==> src/verilog/wb_intercon_pkg.sv <==
`default_nettype none

package wb_intercon_pkg;

  // Bus widths of the 32-bit classic-cycle Wishbone bus
  localparam int ADDR_W = 32;
  localparam int DATA_W = 32;
  localparam int SEL_W  = DATA_W / 8;

  typedef logic [ADDR_W-1:0] wb_addr_t;
  typedef logic [DATA_W-1:0] wb_data_t;
  typedef logic [SEL_W-1:0]  wb_sel_t;

  // Width needed to hold values 0 .. n-1, never less than one bit
  function automatic int bits_for(input int n);
    int w;
    if (n > 1) begin
      w = $clog2(n);
    end else begin
      w = 1;
    end
    return w;
  endfunction

endpackage

`default_nettype wire

==> src/verilog/wb_req_if.sv <==
`timescale 1ns/1ps
`default_nettype none

// Registered master request, from the address decoder to the control FSM
interface wb_req_if
  import wb_intercon_pkg::*;
();

  logic     cyc;
  logic     stb;
  logic     we;
  wb_sel_t  sel;
  wb_addr_t adr;
  wb_data_t dat;

  // Decoder side
  modport src (
    output cyc, stb, we, sel, adr, dat
  );

  // FSM side
  modport dst (
    input cyc, stb, we, sel, adr, dat
  );

endinterface

`default_nettype wire

==> src/verilog/wb_intercon_top.sv <==
`timescale 1ns/1ps
`default_nettype none

module wb_intercon_top
  import wb_intercon_pkg::*;
#(
  parameter int                          N_SLAVES   = 4,
  parameter logic [N_SLAVES*ADDR_W-1:0] SLAVE_ADDR = {32'h0000_8000, 32'h0000_3000,
                                                       32'h0000_2000, 32'h0000_1000},
  parameter logic [N_SLAVES*ADDR_W-1:0] SLAVE_HIGH = {32'h0000_80ff, 32'h0000_30ff,
                                                       32'h0000_20ff, 32'h0000_10ff},
  parameter int                          TIMEOUT    = 10
) (
  input  logic                       wb_clk_i,
  input  logic                       wb_rst_i,
  // Master side
  input  logic                       wbm_cyc_i,
  input  logic                       wbm_stb_i,
  input  logic                       wbm_we_i,
  input  wb_sel_t                    wbm_sel_i,
  input  wb_addr_t                   wbm_adr_i,
  input  wb_data_t                   wbm_dat_i,
  output wb_data_t                   wbm_dat_o,
  output logic                       wbm_ack_o,
  output logic                       wbm_err_o,
  // Slave side
  output logic [N_SLAVES-1:0]        wbs_cyc_o,
  output logic [N_SLAVES-1:0]        wbs_stb_o,
  output logic                       wbs_we_o,
  output wb_sel_t                    wbs_sel_o,
  output wb_addr_t                   wbs_adr_o,
  output wb_data_t                   wbs_dat_o,
  input  logic [N_SLAVES*DATA_W-1:0] wbs_dat_i,
  input  logic [N_SLAVES-1:0]        wbs_ack_i,
  input  logic [N_SLAVES-1:0]        wbs_err_i
);

  localparam int IDX_W = bits_for(N_SLAVES);

  logic [N_SLAVES-1:0] hit;
  logic [IDX_W-1:0]    hit_idx;
  wb_addr_t            offset_adr;
  logic [N_SLAVES-1:0] active;
  logic [IDX_W-1:0]    active_idx;
  logic                rsp_ack;
  logic                rsp_err;
  wb_data_t            rsp_dat;
  logic                run;
  logic                expired;

  wb_req_if req_if ();

  wbs_addr_decoder #(
    .N_SLAVES   (N_SLAVES),
    .SLAVE_ADDR (SLAVE_ADDR),
    .SLAVE_HIGH (SLAVE_HIGH)
  ) wbs_addr_decoder_i (
    .wb_clk_i     (wb_clk_i),
    .wb_rst_i     (wb_rst_i),
    .wbm_cyc_i    (wbm_cyc_i),
    .wbm_stb_i    (wbm_stb_i),
    .wbm_we_i     (wbm_we_i),
    .wbm_sel_i    (wbm_sel_i),
    .wbm_adr_i    (wbm_adr_i),
    .wbm_dat_i    (wbm_dat_i),
    .req          (req_if.src),
    .hit_o        (hit),
    .hit_idx_o    (hit_idx),
    .offset_adr_o (offset_adr)
  );

  wbs_timeout #(
    .TIMEOUT (TIMEOUT)
  ) wbs_timeout_i (
    .wb_clk_i  (wb_clk_i),
    .wb_rst_i  (wb_rst_i),
    .run_i     (run),
    .expired_o (expired)
  );

  wbs_resp_mux #(
    .N_SLAVES (N_SLAVES)
  ) wbs_resp_mux_i (
    .wb_clk_i     (wb_clk_i),
    .wb_rst_i     (wb_rst_i),
    .wbs_dat_i    (wbs_dat_i),
    .wbs_ack_i    (wbs_ack_i),
    .wbs_err_i    (wbs_err_i),
    .active_i     (active),
    .active_idx_i (active_idx),
    .rsp_ack_o    (rsp_ack),
    .rsp_err_o    (rsp_err),
    .rsp_dat_o    (rsp_dat)
  );

  wbs_sub_arbiter #(
    .N_SLAVES (N_SLAVES)
  ) wbs_sub_arbiter_i (
    .wb_clk_i     (wb_clk_i),
    .wb_rst_i     (wb_rst_i),
    .req          (req_if.dst),
    .hit_i        (hit),
    .hit_idx_i    (hit_idx),
    .offset_adr_i (offset_adr),
    .rsp_ack_i    (rsp_ack),
    .rsp_err_i    (rsp_err),
    .rsp_dat_i    (rsp_dat),
    .expired_i    (expired),
    .run_o        (run),
    .active_o     (active),
    .active_idx_o (active_idx),
    .wbs_cyc_o    (wbs_cyc_o),
    .wbs_stb_o    (wbs_stb_o),
    .wbs_we_o     (wbs_we_o),
    .wbs_sel_o    (wbs_sel_o),
    .wbs_adr_o    (wbs_adr_o),
    .wbs_dat_o    (wbs_dat_o),
    .wbm_ack_o    (wbm_ack_o),
    .wbm_err_o    (wbm_err_o),
    .wbm_dat_o    (wbm_dat_o)
  );

endmodule

`default_nettype wire

==> src/verilog/wbs_addr_decoder.sv <==
`timescale 1ns/1ps
`default_nettype none

module wbs_addr_decoder
  import wb_intercon_pkg::*;
#(
  parameter int                          N_SLAVES   = 4,
  parameter logic [N_SLAVES*ADDR_W-1:0] SLAVE_ADDR = '0,
  parameter logic [N_SLAVES*ADDR_W-1:0] SLAVE_HIGH = '0,
  localparam int                         IDX_W      = bits_for(N_SLAVES)
) (
  input  logic                wb_clk_i,
  input  logic                wb_rst_i,
  input  logic                wbm_cyc_i,
  input  logic                wbm_stb_i,
  input  logic                wbm_we_i,
  input  wb_sel_t             wbm_sel_i,
  input  wb_addr_t            wbm_adr_i,
  input  wb_data_t            wbm_dat_i,
  wb_req_if.src               req,
  output logic [N_SLAVES-1:0] hit_o,
  output logic [IDX_W-1:0]    hit_idx_o,
  output wb_addr_t            offset_adr_o
);

  logic [N_SLAVES-1:0] hit_d;
  logic [N_SLAVES-1:0] hit_q;

  // Window compare on the raw master address, registered with the request
  always_comb begin
    for (int i = 0; i < N_SLAVES; i++) begin
      hit_d[i] = (wbm_adr_i >= SLAVE_ADDR[i*ADDR_W +: ADDR_W]) &&
                 (wbm_adr_i <= SLAVE_HIGH[i*ADDR_W +: ADDR_W]);
    end
  end

  always_ff @(posedge wb_clk_i) begin
    if (wb_rst_i) begin
      req.cyc <= 1'b0;
      req.stb <= 1'b0;
      hit_q   <= '0;
    end else begin
      req.cyc <= wbm_cyc_i;
      req.stb <= wbm_stb_i;
      hit_q   <= hit_d;
    end
  end

  // Payload of the request
  always_ff @(posedge wb_clk_i) begin
    req.we  <= wbm_we_i;
    req.sel <= wbm_sel_i;
    req.adr <= wbm_adr_i;
    req.dat <= wbm_dat_i;
  end

  // Lowest matching window wins when windows overlap
  always_comb begin
    hit_idx_o = '0;
    for (int i = N_SLAVES - 1; i >= 0; i--) begin
      if (hit_q[i]) begin
        hit_idx_o = IDX_W'(i);
      end
    end
  end

  assign hit_o = hit_q & (~hit_q + 1'b1);

  // Rebase to the start of the selected window
  assign offset_adr_o = req.adr - SLAVE_ADDR[hit_idx_o*ADDR_W +: ADDR_W];

endmodule

`default_nettype wire

==> src/verilog/wbs_resp_mux.sv <==
`timescale 1ns/1ps
`default_nettype none

module wbs_resp_mux
  import wb_intercon_pkg::*;
#(
  parameter int  N_SLAVES = 4,
  localparam int IDX_W    = bits_for(N_SLAVES)
) (
  input  logic                       wb_clk_i,
  input  logic                       wb_rst_i,
  input  logic [N_SLAVES*DATA_W-1:0] wbs_dat_i,
  input  logic [N_SLAVES-1:0]        wbs_ack_i,
  input  logic [N_SLAVES-1:0]        wbs_err_i,
  input  logic [N_SLAVES-1:0]        active_i,
  input  logic [IDX_W-1:0]           active_idx_i,
  output logic                       rsp_ack_o,
  output logic                       rsp_err_o,
  output wb_data_t                   rsp_dat_o
);

  logic [N_SLAVES*DATA_W-1:0] dat_q;
  logic [N_SLAVES-1:0]        ack_q;
  logic [N_SLAVES-1:0]        err_q;

  // Response capture stage
  always_ff @(posedge wb_clk_i) begin
    if (wb_rst_i) begin
      ack_q <= '0;
      err_q <= '0;
    end else begin
      ack_q <= wbs_ack_i;
      err_q <= wbs_err_i;
    end
  end

  always_ff @(posedge wb_clk_i) begin
    dat_q <= wbs_dat_i;
  end

  // Only the slave that owns the open cycle may answer
  assign rsp_ack_o = |(ack_q & active_i);
  assign rsp_err_o = |(err_q & active_i);

  // Read data of the active slave
  assign rsp_dat_o = dat_q[active_idx_i*DATA_W +: DATA_W];

endmodule

`default_nettype wire

==> src/verilog/wbs_sub_arbiter.sv <==
`timescale 1ns/1ps
`default_nettype none

module wbs_sub_arbiter
  import wb_intercon_pkg::*;
#(
  parameter int  N_SLAVES = 4,
  localparam int IDX_W    = bits_for(N_SLAVES)
) (
  input  logic                wb_clk_i,
  input  logic                wb_rst_i,
  wb_req_if.dst               req,
  input  logic [N_SLAVES-1:0] hit_i,
  input  logic [IDX_W-1:0]    hit_idx_i,
  input  wb_addr_t            offset_adr_i,
  input  logic                rsp_ack_i,
  input  logic                rsp_err_i,
  input  wb_data_t            rsp_dat_i,
  input  logic                expired_i,
  output logic                run_o,
  output logic [N_SLAVES-1:0] active_o,
  output logic [IDX_W-1:0]    active_idx_o,
  output logic [N_SLAVES-1:0] wbs_cyc_o,
  output logic [N_SLAVES-1:0] wbs_stb_o,
  output logic                wbs_we_o,
  output wb_sel_t             wbs_sel_o,
  output wb_addr_t            wbs_adr_o,
  output wb_data_t            wbs_dat_o,
  output logic                wbm_ack_o,
  output logic                wbm_err_o,
  output wb_data_t            wbm_dat_o
);

  localparam logic [1:0] ST_IDLE = 2'd0;
  localparam logic [1:0] ST_WAIT = 2'd1;
  localparam logic [1:0] ST_DONE = 2'd2;

  logic [1:0] state_q;
  logic       req_valid;
  logic       open_slave;
  logic       take_data;

  assign req_valid  = req.cyc && req.stb;
  assign open_slave = (state_q == ST_IDLE) && req_valid && (|hit_i);
  assign take_data  = (state_q == ST_WAIT) && rsp_ack_i;

  // Timer runs only while a slave cycle is open
  assign run_o = (state_q == ST_WAIT);

  always_ff @(posedge wb_clk_i) begin
    if (wb_rst_i) begin
      state_q   <= ST_IDLE;
      active_o  <= '0;
      wbs_cyc_o <= '0;
      wbs_stb_o <= '0;
      wbm_ack_o <= 1'b0;
      wbm_err_o <= 1'b0;
    end else begin
      // Master responses are single-cycle pulses
      wbm_ack_o <= 1'b0;
      wbm_err_o <= 1'b0;
      case (state_q)
        ST_IDLE: begin
          if (req_valid) begin
            if (|hit_i) begin
              active_o  <= hit_i;
              wbs_cyc_o <= hit_i;
              wbs_stb_o <= hit_i;
              state_q   <= ST_WAIT;
            end else begin
              // Unmapped address
              wbm_err_o <= 1'b1;
              state_q   <= ST_DONE;
            end
          end
        end
        ST_WAIT: begin
          if (rsp_ack_i || rsp_err_i || expired_i) begin
            wbm_ack_o <= rsp_ack_i;
            wbm_err_o <= !rsp_ack_i;
            active_o  <= '0;
            wbs_cyc_o <= '0;
            wbs_stb_o <= '0;
            state_q   <= ST_DONE;
          end
        end
        ST_DONE: begin
          // Hold off until the master ends its strobe
          if (!req.stb) begin
            state_q <= ST_IDLE;
          end
        end
        default: begin
          state_q <= ST_IDLE;
        end
      endcase
    end
  end

  // Slave payload, stable for the whole slave cycle
  always_ff @(posedge wb_clk_i) begin
    if (open_slave) begin
      active_idx_o <= hit_idx_i;
      wbs_we_o     <= req.we;
      wbs_sel_o    <= req.sel;
      wbs_adr_o    <= offset_adr_i;
      wbs_dat_o    <= req.dat;
    end
  end

  // Read data returned with the master ack
  always_ff @(posedge wb_clk_i) begin
    if (take_data) begin
      wbm_dat_o <= rsp_dat_i;
    end
  end

endmodule

`default_nettype wire

==> src/verilog/wbs_timeout.sv <==
`timescale 1ns/1ps
`default_nettype none

module wbs_timeout
  import wb_intercon_pkg::*;
#(
  parameter int TIMEOUT = 10
) (
  input  logic wb_clk_i,
  input  logic wb_rst_i,
  input  logic run_i,
  output logic expired_o
);

  localparam int CNT_W = bits_for(TIMEOUT + 1);

  logic [CNT_W-1:0] count_q;

  // Wait cycle counter, saturates at the limit
  always_ff @(posedge wb_clk_i) begin
    if (wb_rst_i || !run_i) begin
      count_q <= '0;
    end else if (count_q != CNT_W'(TIMEOUT)) begin
      count_q <= count_q + 1'b1;
    end
  end

  assign expired_o = run_i && (count_q == CNT_W'(TIMEOUT));

endmodule

`default_nettype wire
==> config.mk <==
export PLATFORM = sky130hd
export DESIGN_NAME = wb_intercon_top
export DESIGN_NICKNAME = d
export VERILOG_FILES = /design/src/verilog/wb_intercon_pkg.sv /design/src/verilog/wb_req_if.sv /design/src/verilog/wb_intercon_top.sv /design/src/verilog/wbs_addr_decoder.sv /design/src/verilog/wbs_resp_mux.sv /design/src/verilog/wbs_sub_arbiter.sv /design/src/verilog/wbs_timeout.sv
export SDC_FILE = /design/constraint.sdc
export NUM_CORES = 1
export LEC_CHECK = 0
export BUFFER_PORTS_ARGS = -buffer_cell sky130_fd_sc_hd__clkbuf_2
export CAP_MARGIN = 20
export CORE_ASPECT_RATIO = 0.6
export CORE_MARGIN = 3
export CORE_UTILIZATION = 45
export DETAILED_ROUTE_END_ITERATION = 8
export HOLD_SLACK_MARGIN = 0.1
export MAX_ROUTING_LAYER = met4
export PLACE_DENSITY_LB_ADDON = 0.08
export SYNTH_ARGS = -nofsm -noshare
export SYNTH_HDL_FRONTEND = slang
export SYNTH_SLANG_ARGS = --single-unit
==> constraint.sdc <==
create_clock -name wb_clk_i -period 12 [get_ports wb_clk_i]
set_input_delay 2.4 -clock wb_clk_i [delete_from_list [all_inputs] [get_ports wb_clk_i]]
set_output_delay 2.4 -clock wb_clk_i [all_outputs]
set_load 0.05 [all_outputs]
# Yosys cells after proc, flatten, opt, wreduce, memory -nomap -nowiden
# Cells that the tools add are included.
[op_classes]
addsub = 3
order_cmp = 8
n_eq_ne = 8
shifts = 2
mux = 17
n_bitwise = 6
n_reduce_logical = 22
[ops]
columns = ["operator", "n"]
rows = [
  ["variable part select 128 x 8 -> 32 bit", 1],
  ["variable part select 128 x 8 -> 32 bit (first input constant)", 1],
  ["greater-or-equal comparator 32 x 14 -> 1 bit (second input constant)", 2],
  ["<= comparator 32 x 14 -> 1 bit (second input constant)", 2],
  ["greater-or-equal comparator 32 x 13 -> 1 bit (second input constant)", 1],
  ["greater-or-equal comparator 32 x 16 -> 1 bit (second input constant)", 1],
  ["<= comparator 32 x 13 -> 1 bit (second input constant)", 1],
  ["<= comparator 32 x 16 -> 1 bit (second input constant)", 1],
  ["subtractor 32 bit", 1],
  ["2-to-1 mux 2 bit", 8],
  ["bitwise AND 4 bit", 3],
  ["2-to-1 mux 4 bit", 3],
  ["OR reduction 4 bit", 3],
  ["logical AND 1 bit", 9],
  ["adder 4 x 1 -> 4 bit (second input constant)", 2],
  ["case mux 4 bit (2 select lines)", 1],
  ["case mux 2 bit (3 select lines)", 1],
  ["equality test 4 bit (second input constant)", 1],
  ["!= test 2 x 1 -> 1 bit (second input constant)", 2],
  ["!= test 2 bit (second input constant)", 2],
  ["!= test 4 bit (second input constant)", 1],
  ["inverter 4 bit", 1],
  ["AND reduction 4 bit", 1],
  ["logical OR 1 bit", 3],
  ["10 further kinds", 14],
]
[totals]
regBits = 326
inputBits = 209
output_inout_bits = 111
word_cells = 87

# Longest topological paths before layout
[logic_depth]
ltp_word = 7
depth_mapped = 11
ltp_nobuf = 10

# By module
# A second synthesis with hierarchy kept.
[hier_totals]
hier_cells = 533
hier_area_um2 = 9565.4
[by_module_without_submodules]
columns = ["mod", "n_inst", "cells_per_inst", "area_each_um2", "seq_area_each_um2"]
rows = [
  ["wbs_resp_mux", 1, 189, 3624.7, 2722.6],
  ["wbs_sub_arbiter", 1, 152, 3568.4, 3253.1],
  ["wbs_addr_decoder", 1, 170, 2160.8, 1501.4],
  ["wbs_timeout", 1, 22, 211.5, 80.1],
]

# Least setup slack after synthesis
# Ideal clock, no wire load.
[synth_path]
path_type = "register to register"
from = "register wbs_sub_arbiter_i.state_q[0]"
to = "register wbs_sub_arbiter_i.active_idx_o[0] (enable)"
setup_time_ns = 0.501
arrival_time_ns = 3.607
t_required_ns = 11.499
setup_slack_ns = 7.892
path_stages_with_launch = 3
n_path_buf = 0
synth_period_minus_slack_ns = 4.108
path_cell_list = "dfxtp_1 nand4bb_1 nor2_1"
[synth_via]
elab_chain_len = 3
[synth_lines]
columns = ["item", "line", "text"]
rows = [
  ["start, declared", "wbs_sub_arbiter.sv:38", "logic [1:0] state_q;"],
  ["start signal, assigned", "wbs_sub_arbiter.sv:52", "state_q <= ST_IDLE;"],
  ["start signal, assigned", "wbs_sub_arbiter.sv:69", "state_q <= ST_WAIT;"],
  ["start signal, assigned", "wbs_sub_arbiter.sv:73", "state_q <= ST_DONE;"],
  ["zero test 2 bit", "wbs_sub_arbiter.sv:44", "assign open_slave = (state_q == ST_IDLE) && req_valid && (|hit_i);"],
  ["logical AND 1 bit (2 in series)", "wbs_sub_arbiter.sv:44", ""],
  ["named net wbs_sub_arbiter_i.open_slave", "wbs_sub_arbiter.sv:40", "logic open_slave;"],
  ["end signal, assigned", "wbs_sub_arbiter.sv:103", "active_idx_o <= hit_idx_i;"],
  ["end, declared", "wbs_sub_arbiter.sv:22", "output logic [IDX_W-1:0] active_idx_o,"],
]
# The timed path passes the listed nets, and every way through them passes these cells.
# A chain may end at the register's enable or synchronous reset.

==> impl_metrics.tcl <==
set metrics [dict create \
    outcome "complete, no violations" \
    grt_pass1_wl_um 30200 \
    hold_violations 0 \
    firstDrtPassIters 5 \
    p_per_area_nw_per_um2 172 \
    hpwl_um 14800 \
    synth-seq-cells 326 \
    drtIter0Drc 187 \
    rrSetupSlack_ns 9.29 \
    cp_max_fo 5 \
    via_per_inst 4.65 \
    hp-start "wbs_addr_decoder_i.req.adr[10]$_DFF_P_" \
    cpMaxStageDelayCell "dfxtp_1" \
    reg2regPathDepth 9 \
    r2r_start "wbs_addr_decoder_i.hit_q[0]$_SDFF_PP0_" \
    dieArea_um2 22600 \
    die_h_um 118 \
    nFillCells 1627 \
    yosysTopAreaCell "dfxtp_1" \
    hold_class "flop to flop" \
    gr-total-overflow 0 \
    min_delay_path_depth 0 \
    tns_ns 0 \
    setup_violations 0 \
    root_buffer "clkbuf_16" \
    grt_usage_pct 17.6 \
    ctsResizeCount 0 \
    path_buf_inv 1 \
    fin_ws_ns 8.31 \
    cp_cell_sequence "clkbuf_2" \
    avgSynthCellArea_um2 17.6 \
    synth_common_cells "223 x dfxtp_1, 103 x edfxtp_1, 32 x mux4_2, 19 x nor2_1, 17 x nor3_1" \
    final_nets 1073 \
    final.min_clock_period_ns 3.69 \
    criticalPathCategory "flop to output port" \
    ctsHoldBuffers 0 \
    crit_family "flip-flops" \
    clockBufferDepth 3 \
    ys_top_cells_by_area "dfxtp_1 48%, edfxtp_1 33%, mux4_2 7.7%" \
    synth_cells 531 \
    max_slew_margin_pct 50.2 \
    syn_nets 746 \
    rsz0062_at_grt "no" \
    max_stage_delay_ns 0.45 \
    ys_seq_area_share_pct 80.7 \
    grt_max_degree 60 \
    antenna_found_initial 0 \
    timing.fmax_mhz 271 \
    drt_wl_total_um 20200 \
    cts_tree "done" \
    grt_pass1_vias 5551 \
    rows 40 \
    drc 0 \
    num_io_pins 320 \
    postCtsSetupBuffers 0 \
    synth.distinct_cells 47 \
    diodes 0 \
    cts.sinks 326 \
    max_cap_violations 0 \
    dp_slack_ns 7.99 \
    drive_gt1_share_pct 46.1 \
    portBuffers 319 \
    num_vias 5353 \
    synth_top_area_share_pct 47.6 \
    synth_edf_count 103 \
    final_area_um2 12100 \
    ir_drop_mv 0.105 \
    cts.clk_slew.worst_paths_ns 0.07 \
    leakagePower_nw 5.07 \
    async_flop_share_pct 0 \
    placed_area_um2 11200 \
    yosys_warnings 0 \
    timing.final.crit_share_pct 30.7 \
    rr_endpoint "wbs_sub_arbiter_i.wbs_adr_o[22]$_DFFE_PP_" \
    initial_utilization_pct 46.3 \
    core_um2 20200 \
    start_kind "flop" \
    drv_slew 0 \
    endpoint_kind "output port" \
    wl_per_cell_um 17.5 \
    ant_nets 0 \
    fin_util_pct 59.9 \
    synthToLayoutAreaGrowth_pct 29.2 \
    yosysMostFrequentCell "dfxtp_1" \
    place_congestion 0.815 \
    netlist_area_um2 9370 \
    cp_data_arrival_time_ns 1.29 \
    clk_latency_ns 0.53 \
    htreeDepth 1 \
    min_to "wbs_sub_arbiter_i.wbs_adr_o[10]$_DFFE_PP_" \
    synth_ff_type "dfxtp_1" \
    cp.required_ns 9.60 \
    cts_made_buffers 27 \
    fp.dieW_um 192 \
    power_mw 2.09 \
    finalClockSkew_ns 0.00902 \
    worst_pin_slew_ns 0.747 \
]
power breakdown:
part	switching, mW	internal, mW
sequential	0.0115	1.17
clock	0.372	0.475
combinational	0.0186	0.0357
total	0.402	1.68
worst max-delay path by stage:
stage / start / to / slack (ns) / depth (start not counted)
2_1_floorplan: wbs_sub_arbiter_i.state_q[0]$_SDFFE_PP0P_ / wbs_sub_arbiter_i.active_idx_o[0]$_DFFE_PP_ / 7.89 / 2
3_3_place_gp: wb_rst_i / wbs_addr_decoder_i.hit_q[0]$_SDFF_PP0_ / 8.14 / 5
3_5_place_dp: wb_rst_i / wbs_addr_decoder_i.hit_q[0]$_SDFF_PP0_ / 7.99 / 5
4_1_cts: wbs_sub_arbiter_i.active_o[0]$_SDFFE_PP0P_ / wbs_cyc_o[0] / 8.29 / 1
5_1_grt: wbs_sub_arbiter_i.active_o[2]$_SDFFE_PP0P_ / wbs_cyc_o[2] / 8.26 / 1
6_report: wbs_sub_arbiter_i.active_o[0]$_SDFFE_PP0P_ / wbs_cyc_o[0] / 8.31 / 1
stage by stage:
step           hold WS (ns)  cells
6_report              0.396   1152
5_1_grt               0.407   1152
4_1_cts               0.398   1151
3_5_place_dp          0.389   1101
3_3_place_gp          0.386   1101
2_1_floorplan         0.386    531
area by class of cell:
type | count | area [um2] | share of cell area (%)
repair buffers | 323 | 1640 | 13.5
well taps | 273 | 342 | 2.82
clock inverters | 11 | 82.6 | 0.682
flip-flops and latches | 326 | 7560 | 62.4
inverters | 7 | 26.3 | 0.217
clock buffers | 39 | 782 | 6.46
multi-input cells | 173 | 1670 | 13.8
metal layers:
layer  routed length, um  global-route usage (%)
met3                1610                    4.46
met2                9350                    27.8
met1                8690                    22.7
met4                 535                    4.73
met5                   0                       -
cells by family after synthesis:
group	synth area share [%]
muxes	7.69
AOI/OAI and AO/OA	2.26
DFF	80.7
xor gates and xnor gates	1.40
buffers and inverters	1.63
adders and majority gates	0.801
and+or+nand+nor	5.56
cells in the final DEF, fill, tap and decap left out, types with 7 or more instances in the layout:
cell	synthesis	layout
clkbuf_1	13	7
clkbuf_16	0	28
clkbuf_2	1	319
clkinv_2	0	8
dfxtp_1	223	223
edfxtp_1	103	103
inv_1	7	7
mux4_2	32	32
nand2b_1	7	7
nor2_1	19	17
nor2b_1	10	10
nor3_1	17	17
nor4_1	9	9
xor2_1	10	10
state kept, by name, summed over array words and instances, names as in the netlist, 32 cells and up:
signal,count
wbs_addr_decoder_i.req.adr,32
wbs_sub_arbiter_i.wbs_adr_o,32
wbs_sub_arbiter_i.wbm_dat_o,32
wbs_addr_decoder_i.req.dat,32
wbs_resp_mux_i.dat_q,128
wbs_sub_arbiter_i.wbs_dat_o,32
No activity file was read; power rests on OpenSTA's default activity.
